File: config.mk
export PLATFORM = sky130hd
export DESIGN_NAME = displayCtrl
export DESIGN_NICKNAME = d
export VERILOG_FILES = /design/src/logic/hostPkg.sv /design/src/logic/dbiPkg.sv /design/src/logic/wbRegs.sv /design/src/logic/displaySequencer.sv /design/src/logic/dbiWriter.sv /design/src/logic/displayCtrl.sv
export SDC_FILE = /design/constraint.sdc
export NUM_CORES = 1
export LEC_CHECK = 0
export BUFFER_PORTS_ARGS = -buffer_cell sky130_fd_sc_hd__clkbuf_2
export CORE_ASPECT_RATIO = 1.1
export CORE_MARGIN = 3
export CORE_UTILIZATION = 40
export CTS_BUF_LIST = sky130_fd_sc_hd__clkbuf_16
export DETAILED_ROUTE_END_ITERATION = 10
export GPL_ROUTABILITY_DRIVEN = 1
export MAX_ROUTING_LAYER = met4
export SYNTH_ARGS = -nofsm -noshare
export SYNTH_HDL_FRONTEND = slang
export SYNTH_SLANG_ARGS = --single-unit
export TNS_END_PERCENT = 50
File: constraint.sdc
create_clock -name clk -period 9.6 [get_ports clk]
set_input_delay 0.48 -clock clk [delete_from_list [all_inputs] [get_ports clk]]
set_output_delay 0.48 -clock clk [all_outputs]
set_load 0.01 [all_outputs]
File: src/logic/hostPkg.sv
`default_nettype none

package hostPkg;

  // word addresses on the host bus
  typedef enum logic [2:0] {
    regCtrl   = 3'd0, // write starts a job
    regXWin   = 3'd1, // xStart in [31:16], xEnd in [15:0]
    regYWin   = 3'd2, // yStart in [31:16], yEnd in [15:0]
    regColor  = 3'd3, // rgb565 in [15:0]
    regStatus = 3'd4  // busy in [0], done count in [15:8]
  } regAddrT;

  typedef enum logic [1:0] {
    jobInit,
    jobDispOn,
    jobDispOff,
    jobFill
  } jobOpT;

  typedef struct packed {
    jobOpT       op;
    logic [15:0] xStart;
    logic [15:0] xEnd;
    logic [15:0] yStart;
    logic [15:0] yEnd;
    logic [15:0] color;
  } jobT;

endpackage

`default_nettype wire

File: src/logic/dbiPkg.sv
`default_nettype none

package dbiPkg;

  // panel command bytes
  typedef enum logic [7:0] {
    cmdSwReset  = 8'h01,
    cmdSleepIn  = 8'h10,
    cmdSleepOut = 8'h11,
    cmdDispOff  = 8'h28,
    cmdDispOn   = 8'h29,
    cmdColSet   = 8'h2A,
    cmdPageSet  = 8'h2B,
    cmdMemWrite = 8'h2C,
    cmdMadCtl   = 8'h36,
    cmdPixFmt   = 8'h3A
  } dbiCmdT;

  localparam logic [7:0] pixFmtParam = 8'h55; // 16 bit per pixel
  localparam logic [7:0] madCtlParam = 8'hB8; // row/col exchange, bgr

  typedef enum logic [1:0] {
    beatCmd,
    beatParam,
    beatWait,
    beatEnd
  } beatKindT;

  typedef enum logic [1:0] {
    waitReset,
    waitSleepIn,
    waitSleepOut
  } waitSelT;

  typedef struct packed {
    beatKindT   kind;
    logic [7:0] data;
    waitSelT    waitSel;
  } beatT;

endpackage

`default_nettype wire

File: src/logic/wbRegs.sv
`default_nettype none

module wbRegs import hostPkg::*; (
  input  logic        clk,
  input  logic        rst,
  input  logic        wbCyc,
  input  logic        wbStb,
  input  logic        wbWe,
  input  regAddrT     wbAdr,
  input  logic [31:0] wbDatW,
  output logic [31:0] wbDatR,
  output logic        wbAck,
  output logic        jobValid,
  output jobT         job,
  input  logic        jobReady,
  input  logic        jobDone
);

  logic [31:0] xWin;
  logic [31:0] yWin;
  logic [15:0] color;
  logic        busy;
  logic [7:0]  doneCount;
  logic        request;
  logic        ctrlWrite;
  logic        serve;

  assign request   = wbCyc && wbStb && !wbAck;
  assign ctrlWrite = wbWe && (wbAdr == regCtrl);

  // a job write stalls until the sequencer is idle
  assign jobValid = request && ctrlWrite;
  assign serve    = request && (!ctrlWrite || jobReady);

  always_comb begin
    job.op     = jobOpT'(wbDatW[1:0]);
    job.xStart = xWin[31:16];
    job.xEnd   = xWin[15:0];
    job.yStart = yWin[31:16];
    job.yEnd   = yWin[15:0];
    job.color  = color;
  end

  always_comb begin
    case (wbAdr)
      regXWin:   wbDatR = xWin;
      regYWin:   wbDatR = yWin;
      regColor:  wbDatR = {16'h0000, color};
      regStatus: wbDatR = {16'h0000, doneCount, 7'b0000000, busy};
      default:   wbDatR = 32'h0000_0000;
    endcase
  end

  always_ff @(posedge clk, posedge rst) begin
    if (rst) begin
      wbAck     <= 1'b0;
      busy      <= 1'b0;
      doneCount <= 8'd0;
    end else begin
      wbAck <= serve;
      if (jobValid && jobReady) begin
        busy <= 1'b1;
      end else if (jobDone) begin
        busy <= 1'b0;
      end
      if (jobDone) begin
        doneCount <= doneCount + 8'd1; // wraps
      end
    end
  end

  always_ff @(posedge clk) begin
    if (serve && wbWe) begin
      case (wbAdr)
        regXWin:  xWin <= wbDatW;
        regYWin:  yWin <= wbDatW;
        regColor: color <= wbDatW[15:0];
        default: ;
      endcase
    end
  end

endmodule

`default_nettype wire

File: src/logic/displaySequencer.sv
`default_nettype none

module displaySequencer import hostPkg::*, dbiPkg::*; (
  input  logic clk,
  input  logic rst,
  input  logic jobValid,
  input  jobT  job,
  output logic jobReady,
  output logic jobDone,
  output logic beatValid,
  output beatT beat,
  input  logic beatReady
);

  typedef enum logic [2:0] {
    stIdle,
    stHeader, // fixed command list of the job
    stPixHi,
    stPixLo,
    stEnd
  } stateT;

  stateT       state;
  jobT         curJob;
  logic [3:0]  step;
  logic [33:0] pixLeft;
  logic [16:0] spanX;
  logic [16:0] spanY;
  logic [33:0] pixTotal;
  logic        take;

  function automatic beatT cmdBeat(input dbiCmdT c);
    return '{kind: beatCmd, data: c, waitSel: waitReset};
  endfunction

  function automatic beatT parBeat(input logic [7:0] d);
    return '{kind: beatParam, data: d, waitSel: waitReset};
  endfunction

  function automatic beatT waitBeat(input waitSelT w);
    return '{kind: beatWait, data: 8'h00, waitSel: w};
  endfunction

  function automatic logic [3:0] lastStep(input jobOpT op);
    case (op)
      jobInit:   return 4'd8;
      jobDispOn: return 4'd2;
      jobDispOff: return 4'd2;
      default:   return 4'd10;
    endcase
  endfunction

  function automatic beatT headerBeat(input jobT j, input logic [3:0] idx);
    beatT b;
    b = cmdBeat(cmdDispOn);
    case (j.op)
      jobInit: begin
        case (idx)
          4'd0: b = cmdBeat(cmdSwReset);
          4'd1: b = waitBeat(waitReset);
          4'd2: b = cmdBeat(cmdSleepOut);
          4'd3: b = waitBeat(waitSleepOut);
          4'd4: b = cmdBeat(cmdPixFmt);
          4'd5: b = parBeat(pixFmtParam);
          4'd6: b = cmdBeat(cmdMadCtl);
          4'd7: b = parBeat(madCtlParam);
          default: b = cmdBeat(cmdDispOn);
        endcase
      end
      jobDispOn: begin
        case (idx)
          4'd0: b = cmdBeat(cmdSleepOut);
          4'd1: b = waitBeat(waitSleepOut);
          default: b = cmdBeat(cmdDispOn);
        endcase
      end
      jobDispOff: begin
        case (idx)
          4'd0: b = cmdBeat(cmdDispOff);
          4'd1: b = cmdBeat(cmdSleepIn);
          default: b = waitBeat(waitSleepIn);
        endcase
      end
      default: begin
        case (idx)
          4'd0: b = cmdBeat(cmdColSet);
          4'd1: b = parBeat(j.xStart[15:8]);
          4'd2: b = parBeat(j.xStart[7:0]);
          4'd3: b = parBeat(j.xEnd[15:8]);
          4'd4: b = parBeat(j.xEnd[7:0]);
          4'd5: b = cmdBeat(cmdPageSet);
          4'd6: b = parBeat(j.yStart[15:8]);
          4'd7: b = parBeat(j.yStart[7:0]);
          4'd8: b = parBeat(j.yEnd[15:8]);
          4'd9: b = parBeat(j.yEnd[7:0]);
          default: b = cmdBeat(cmdMemWrite);
        endcase
      end
    endcase
    return b;
  endfunction

  // pixel count of the incoming window, empty if inverted
  always_comb begin
    spanX = (job.xEnd >= job.xStart) ? ({1'b0, job.xEnd} - {1'b0, job.xStart} + 17'd1) : 17'd0;
    spanY = (job.yEnd >= job.yStart) ? ({1'b0, job.yEnd} - {1'b0, job.yStart} + 17'd1) : 17'd0;
    pixTotal = spanX * spanY;
  end

  assign jobReady  = (state == stIdle);
  assign beatValid = (state != stIdle);
  assign take      = beatValid && beatReady;
  assign jobDone   = (state == stEnd) && beatReady;

  always_comb begin
    case (state)
      stHeader: beat = headerBeat(curJob, step);
      stPixHi:  beat = parBeat(curJob.color[15:8]);
      stPixLo:  beat = parBeat(curJob.color[7:0]);
      default:  beat = '{kind: beatEnd, data: 8'h00, waitSel: waitReset};
    endcase
  end

  always_ff @(posedge clk, posedge rst) begin
    if (rst) begin
      state   <= stIdle;
      step    <= 4'd0;
      pixLeft <= '0;
    end else begin
      case (state)
        stIdle: begin
          if (jobValid) begin
            step    <= 4'd0;
            pixLeft <= pixTotal;
            state   <= stHeader;
          end
        end
        stHeader: begin
          if (take) begin
            if (step != lastStep(curJob.op)) begin
              step <= step + 4'd1;
            end else if (curJob.op == jobFill && pixLeft != '0) begin
              state <= stPixHi;
            end else begin
              state <= stEnd;
            end
          end
        end
        stPixHi: begin
          if (take) state <= stPixLo;
        end
        stPixLo: begin
          if (take) begin
            pixLeft <= pixLeft - 34'd1;
            state   <= (pixLeft == 34'd1) ? stEnd : stPixHi;
          end
        end
        default: begin
          if (take) state <= stIdle; // end beat consumed
        end
      endcase
    end
  end

  always_ff @(posedge clk) begin
    if (state == stIdle && jobValid) begin
      curJob <= job;
    end
  end

endmodule

`default_nettype wire

File: src/logic/dbiWriter.sv
`default_nettype none

module dbiWriter import dbiPkg::*; #(
  parameter int resetWaitCycles    = 120000,
  parameter int sleepOutWaitCycles = 600000,
  parameter int sleepInWaitCycles  = 250000
) (
  input  logic       clk,
  input  logic       rst,
  input  logic       beatValid,
  input  beatT       beat,
  output logic       beatReady,
  output logic       csx,
  output logic       dcx,
  output logic       wrx,
  output logic [7:0] data
);

  typedef enum logic [1:0] {
    phReady,
    phStrobe, // wrx low with data on the bus
    phWait
  } phaseT;

  phaseT       phase;
  logic [31:0] waitCnt;
  logic [31:0] waitLoad;

  // first beat of a job only opens csx
  assign beatReady = (phase == phReady) && !csx;

  always_comb begin
    case (beat.waitSel)
      waitSleepIn:  waitLoad = 32'(sleepInWaitCycles);
      waitSleepOut: waitLoad = 32'(sleepOutWaitCycles);
      default:      waitLoad = 32'(resetWaitCycles);
    endcase
  end

  always_ff @(posedge clk, posedge rst) begin
    if (rst) begin
      phase   <= phReady;
      csx     <= 1'b1;
      dcx     <= 1'b1;
      wrx     <= 1'b1;
      data    <= 8'h00;
      waitCnt <= 32'd0;
    end else begin
      case (phase)
        phReady: begin
          if (beatValid && csx) begin
            csx <= 1'b0;
          end else if (beatValid) begin
            case (beat.kind)
              beatCmd, beatParam: begin
                wrx   <= 1'b0;
                dcx   <= (beat.kind == beatParam);
                data  <= beat.data;
                phase <= phStrobe;
              end
              beatWait: begin
                waitCnt <= waitLoad;
                phase   <= phWait;
              end
              default: csx <= 1'b1; // end of job
            endcase
          end
        end
        phStrobe: begin
          wrx   <= 1'b1; // panel latches here
          phase <= phReady;
        end
        default: begin
          waitCnt <= waitCnt - 32'd1;
          if (waitCnt <= 32'd1) phase <= phReady;
        end
      endcase
    end
  end

endmodule

`default_nettype wire

File: src/logic/displayCtrl.sv
`default_nettype none

module displayCtrl import hostPkg::*, dbiPkg::*; #(
  parameter int resetWaitCycles    = 120000,
  parameter int sleepOutWaitCycles = 600000,
  parameter int sleepInWaitCycles  = 250000
) (
  input  logic        clk,
  input  logic        rst,
  input  logic        wbCyc,
  input  logic        wbStb,
  input  logic        wbWe,
  input  regAddrT     wbAdr,
  input  logic [31:0] wbDatW,
  output logic [31:0] wbDatR,
  output logic        wbAck,
  output logic        csx,
  output logic        dcx,
  output logic        wrx,
  output logic [7:0]  data
);

  logic jobValid;
  logic jobReady;
  logic jobDone;
  jobT  job;
  logic beatValid;
  logic beatReady;
  beatT beat;

  wbRegs regs (
    .clk, .rst,
    .wbCyc, .wbStb, .wbWe, .wbAdr, .wbDatW, .wbDatR, .wbAck,
    .jobValid, .job, .jobReady, .jobDone
  );

  displaySequencer sequencer (
    .clk, .rst,
    .jobValid, .job, .jobReady, .jobDone,
    .beatValid, .beat, .beatReady
  );

  dbiWriter #(
    .resetWaitCycles(resetWaitCycles),
    .sleepOutWaitCycles(sleepOutWaitCycles),
    .sleepInWaitCycles(sleepInWaitCycles)
  ) writer (
    .clk, .rst,
    .beatValid, .beat, .beatReady,
    .csx, .dcx, .wrx, .data
  );

endmodule

`default_nettype wire

### Yosys cells after proc, flatten, opt, wreduce, memory -nomap -nowiden

Memory sizes are Yosys's and may differ from the RTL's.
Cells that the tools add are included.

* word-level logic and storage cells: 167
* memory bits (read-only): 88
* memories: 1
* bits in registers: 258

Memory list
* (name not given): depth 8, width 11, rd ports 1, clocked after Yosys merged registers in 0, write ports 0, line displaySequencer.sv:58 `case (idx)`

* bitwise gates (word level): 2
* $lt $le $gt $ge: 3
* mux-type cells: 47
* add/sub/neg operators: 8
* reductions and logical operators: 45
* $mul: 1
* equality and inequality tests: 39

Operator list (number)
* $pmux W32 S4: 1
* $pmux W11 S10: 1
* $mux W32: 3
* $pmux W12 S3: 2
* $mux W34: 2
* $pmux W34 S2: 1
* $pmux W32 S2: 1
* $pmux W12 S2: 2
* $pmux W20 S2: 1
* $add A17 B1 Y17 const B: 2
* $eq A34 B1 Y1 const B: 1
* $mul A17 B17 Y34: 1
* $mux W17: 2
* $reduce_bool A34 Y1: 1
* $sub A16 B16 Y17: 2
* $sub A34 B1 Y34 const B: 1
* $ge A16 B16 Y1: 2
* $le A32 B1 Y1 const B: 1
* $sub A32 B1 Y32 const B: 1
* $mux W3: 8
* $mux W4: 5
* $reduce_and A4 Y1: 5
* $eq A4 B3 Y1 const B: 4
* $pmux W4 S2: 2
* other kinds (34): 93

### Logic depth before layout (Yosys ltp)

* word-level depth: 10
* depth in mapped cells: 34

### Modules after synthesis

Synthesis repeated with hierarchy kept, for this count alone.

* cell total of the unflattened synthesis: 2542
* area, all modules: 24368.4 sq um

By module, submodules not included
* displaySequencer: cells an instance 2068, area an instance 18265.0 sq um, times used 1, sequential area each 3488.3 sq um
* wbRegs: cells an instance 199, area an instance 3487.1 sq um, times used 1, sequential area each 2652.5 sq um
* dbiWriter: cells an instance 275, area an instance 2616.3 sq um, times used 1, sequential area each 1129.8 sq um

### Least setup slack after synthesis

Ideal clock, no wire load.

* path type: flip-flop to flip-flop
* start: register regs.yWin[17]
* end: register sequencer.pixLeft[30]
* buffers on the path: 1
* path slack: 1.368 ns
* clock period less this slack: 8.232 ns
* arrival: 8.139 ns
* cell stages (with the launch flop): 30
* required time: 9.506 ns
* cells stage by stage: edfxtp_1 > ha_1 > inv_1 > ha_1 > fa_1 > nor2b_1 > o21ai_0 > o211ai_1 > a31oi_1 > o21bai_1 > a21boi_0 > mux2i_1 > clkbuf_1 > nor2_1 > fa_1 > fa_1 > fa_1 > fa_1 > fa_1 > inv_1 > fa_1 > inv_1 > ha_1 > a21o_1 > o21ai_0 > a41o_1 > a21oi_1 > or4_1 > a31o_2 > a211oi_1

* cells in the longest elaborated chain, start to end: 6

Ends and longest elaborated chain
* from (decl): line wbRegs.sv:20 `logic [31:0] yWin;`
* from (signal assigned): line wbRegs.sv:76 `regYWin: yWin <= wbDatW;`
* $sub A16 B16 Y17: line displaySequencer.sv:106 `spanY = (job.yEnd >= job.yStart) ? ({1'b0, job.yEnd} - {1'b0, job.yStart} + 17'd1) : 17'd0;`
* $add A17 B1 Y17: line displaySequencer.sv:106
* $mux W17 (*): line displaySequencer.sv:106
* $mul A17 B17 Y34 (*): line displaySequencer.sv:107 `pixTotal = spanX * spanY;`
* $mux W34 (*): line displaySequencer.sv:132 `if (jobValid) begin`
* $pmux W34 S2 (*): line displaySequencer.sv:130 `case (state)`
* to (signal assigned): line displaySequencer.sv:134 `pixLeft <= pixTotal;`
* to (signal assigned): line displaySequencer.sv:154 `pixLeft <= pixLeft - 34'd1;`
* to (decl): line displaySequencer.sv:26 `logic [33:0] pixLeft;`

Every way passes the cells marked *; elsewhere a longest branch is shown, timed or not. The select of a mux whose other input is x is not followed.
A chain may end at the register's enable or synchronous reset.

### Worst setup path after layout

* start: register regs.xWin[1]
* end: register sequencer.pixLeft[31]

* cells in the longest elaborated chain, start to end: 6

Ends and longest elaborated chain
* from (decl): line wbRegs.sv:19 `logic [31:0] xWin;`
* from (signal assigned): line wbRegs.sv:75 `regXWin: xWin <= wbDatW;`
* $sub A16 B16 Y17: line displaySequencer.sv:105 `spanX = (job.xEnd >= job.xStart) ? ({1'b0, job.xEnd} - {1'b0, job.xStart} + 17'd1) : 17'd0;`
* $add A17 B1 Y17: line displaySequencer.sv:105
* $mux W17 (*): line displaySequencer.sv:105
* $mul A17 B17 Y34 (*): line displaySequencer.sv:107
* $mux W34 (*): line displaySequencer.sv:132
* $pmux W34 S2 (*): line displaySequencer.sv:130

Marked as above.

==> flow_summary.ini <==
[critical_path]
crit_arrival_ns = 9.67
crit_type = register to register
cp-end-kind = register
cp_common_cell = fa_1
startpoint_type = register
worst-path-max-fanout = 12
max_stage_delay_ns = 0.56
cp.required_ns = 10.00
worst_path_max_delay_cell = fa_1

[synthesis]
synth_compound_area_share_pct = 13.1
ys_ff_latch = 258
synthFlopType = edfxtp_1
synth_fp_nets = 2945
yosys_warnings = 0
ys_seq_area_share_pct = 30.7
yosys.area_share.simple_pct = 14.6
syn_inst = 2475
synth_edf_count = 162
synth_top_family_by_area = adder cells
synthTopCellsByArea = edfxtp_1 21%, fa_1 20%, ha_1 10%
ys_types = 81
async_flop_share_pct = 37.2
synth_area_mm2 = 0.0237
synth_top_area_share_pct = 20.5
muxShareOfSynthArea_pct = 1.07
synth_xor_area_share_pct = 2.73
syn_area_per_cell_um2 = 9.58
synthAdderAreaFrac_pct = 30.3
synth_top_area_cell = edfxtp_1

[sta]
setup_viol_count_final = 0
period_minus_slack_ns = 9.27
slew_headroom_pct = 24.6
fin_worst_skew_ns = 0.0215
period_share_pct = 96.5
hold_violations = 0
final.setup.tns_ns = 0
maxSlewViolCount = 0
grt_setup_unrepaired = false
tightest_slew_ns = 1.13
max_clock_freq_mhz = 108

[floorplan]
core_area_mm2 = 0.0580
die_area_mm2 = 0.0622
die_h_um = 261
boundaryPins = 84
start_util_pct = 40.9
num_rows = 92
die_w_um = 238

[final_layout]
final_common_cell = inv_1
fin_util_pct = 44.5
layout.nets = 2989
antenna_cells = 0
fill_cells = 5609
area_growth_pct = 8.81
drive_gt1_share_pct = 7.91
layout_common_cells = 372 x inv_1, 275 x nand2_1, 240 x fa_1

[clocking]
tritoncts = yes
cts_buffers = 27
clock_path_buffers = 3
htree_levels = 1
cts_sinks = 258
clock_latency_ns = 0.56
cts-root-buf = clkbuf_16
cts_setup_buffers = 0
clk_pin_slew_ns = 0.07

[global_route]
grt_pass1_wl_mm = 106
grt_use_total_pct = 22.4
grt.overflow.total = 0
grt_max_degree = 73
grt_pass1_vias = 18900
antenna_found_initial = 0

[pwr]
powerDensity_mw_per_mm2 = 148
leakagePower_nw = 11.5
max-vdd-ir-drop_mv = 0.146

[routing]
drt-vias-per-instance = 5.60
firstDrtPassIters = 8
vias = 18400
drc = 0
wire_per_inst_um = 20.7
antenna_violating_nets_post_route = 0
drt_iter0_drc = 1467
routed_wl_mm = 68.0

[worst_hold_path]
min_path_type = input pin to register

[run_status]
status = completed

[placement]
dp_hpwl_mm = 53.3
gp_congestion = 0.959
port_buffers = 83

[job]
drv_cap = 0
-- repair_timing --
item / CTS / global route
endpoints found under the setup margin: 0 / 1
resized for setup: 0 / 3
hold buffers: 1 / 0
endpoints found under the hold margin: 32 / 0
-- metrics by stage --
| stage | hold slack (ns) | total power, mW | setup WS [ns] | instance area, µm² | instances |
|---|---|---|---|---|---|
| CTS | 0.0772 | 3.85 | 0.428 | 25800 | 3292 |
| global placement | 0.428 | 2.79 | 0.720 | 24900 | 3241 |
| floorplan | 0.420 | 2.45 | 1.37 | 23700 | 2475 |
| detailed placement | 0.438 | 2.82 | 0.455 | 24900 | 3241 |
| finish | 0.103 | 3.83 | 0.333 | 25800 | 3292 |
| global route | 0.0925 | 4.08 | 0.0139 | 25800 | 3292 |
-- Yosys cell counts (5+ instances only) --
cell / count
a21o_1: 22
a21boi_0: 6
nand2b_1: 36
xnor2_1: 52
nor2_1: 231
o22ai_1: 14
or3_4: 5
nand2_1: 275
dfrtp_1: 93
clkbuf_1: 99
a22oi_1: 43
a222oi_1: 11
o211ai_1: 7
a21oi_1: 111
or2_2: 9
nor4_1: 15
inv_1: 367
nand4_1: 20
edfxtp_1: 162
o21ai_0: 90
mux2_2: 11
or4_1: 6
and3_1: 7
xor2_1: 22
o21a_1: 10
a211oi_1: 14
a31oi_1: 14
o31ai_1: 17
and2_1: 40
fa_1: 240
or3_1: 19
nor3_1: 41
o41ai_1: 6
nor2b_1: 11
mux2i_1: 13
o21bai_1: 12
nand3_1: 28
a22o_1: 19
o221ai_1: 6
ha_1: 190
a2111oi_0: 15
-- layer usage --
layer | share of wire (%) | up-vias | track usage (%)
met1 | 41 | 9301 | 28.2
li1 | - | 8413 | -
met2 | 50 | 601 | 38.6
met3 | 5.3 | 106 | 2.60
met4 | 2.9 | 0 | 6.07
met5 | 0 | - | -
-- critical path: cells and delay by family, from the launching register on --
kind                       cells  cell delay (ns)
buffers and inverters          6             0.53
xor gates and xnor gates       1             0.31
AOI/OAI and AO/OA             10             2.30
adders and majority gates     10             4.33
and+or+nand+nor                5             1.18
DFF                            1             0.45
-- final timing paths --
path / start / endpoint / slack, ns / cells after the start
min: wbDatW[31] / regs.xWin[31] / 0.10 / 1
min reg2reg: regs.color[2] / sequencer.curJob[2] / 0.45 / 0
min in group asynchronous: rst / writer.waitCnt[29] / 0.49 / 3
max reg2reg: regs.xWin[1] / sequencer.pixLeft[31] / 0.33 / 32
max in group asynchronous: rst / sequencer.pixLeft[27] / 7.88 / 4
max: regs.xWin[1] / sequencer.pixLeft[31] / 0.33 / 32
-- sequential cells by signal, summed over array words and instances (netlist names), 8 cells and up --
register,cells
regs.xWin,32
writer.waitCnt,32
regs.color,16
regs.yWin,32
sequencer.curJob,82
sequencer.pixLeft,34
regs.doneCount,8
writer.data,8
-- final cells by class --
type                            instances  area [µm²]  share of cell area, %
Timing Repair Buffer                  119         688                   2.67
Tap cell                              752         941                   3.65
Clock inverter                         23         163                  0.630
Clock buffer                           27         676                   2.62
Inverter                              368        1390                   5.37
Multi-Input combinational cell       1745       14700                   56.9
Sequential cell                       258        7270                   28.2
-- kinds of logic after synthesis --
kind of cell	after synthesis
AND/OR/NAND/NOR	758
buffers and inverters	472
AO/OA/AOI/OAI	459
adder cells (fa/ha/maj)	430
flip-flops	258
XOR/XNOR	74
multiplexers	24
-- power by group --
group          total, mW  switching [mW]  internal (mW)
logic               1.27           0.783          0.489
registers           1.55           0.191           1.35
clock network       1.01           0.445          0.566
Note: power is estimated with default switching activity, not from simulation.
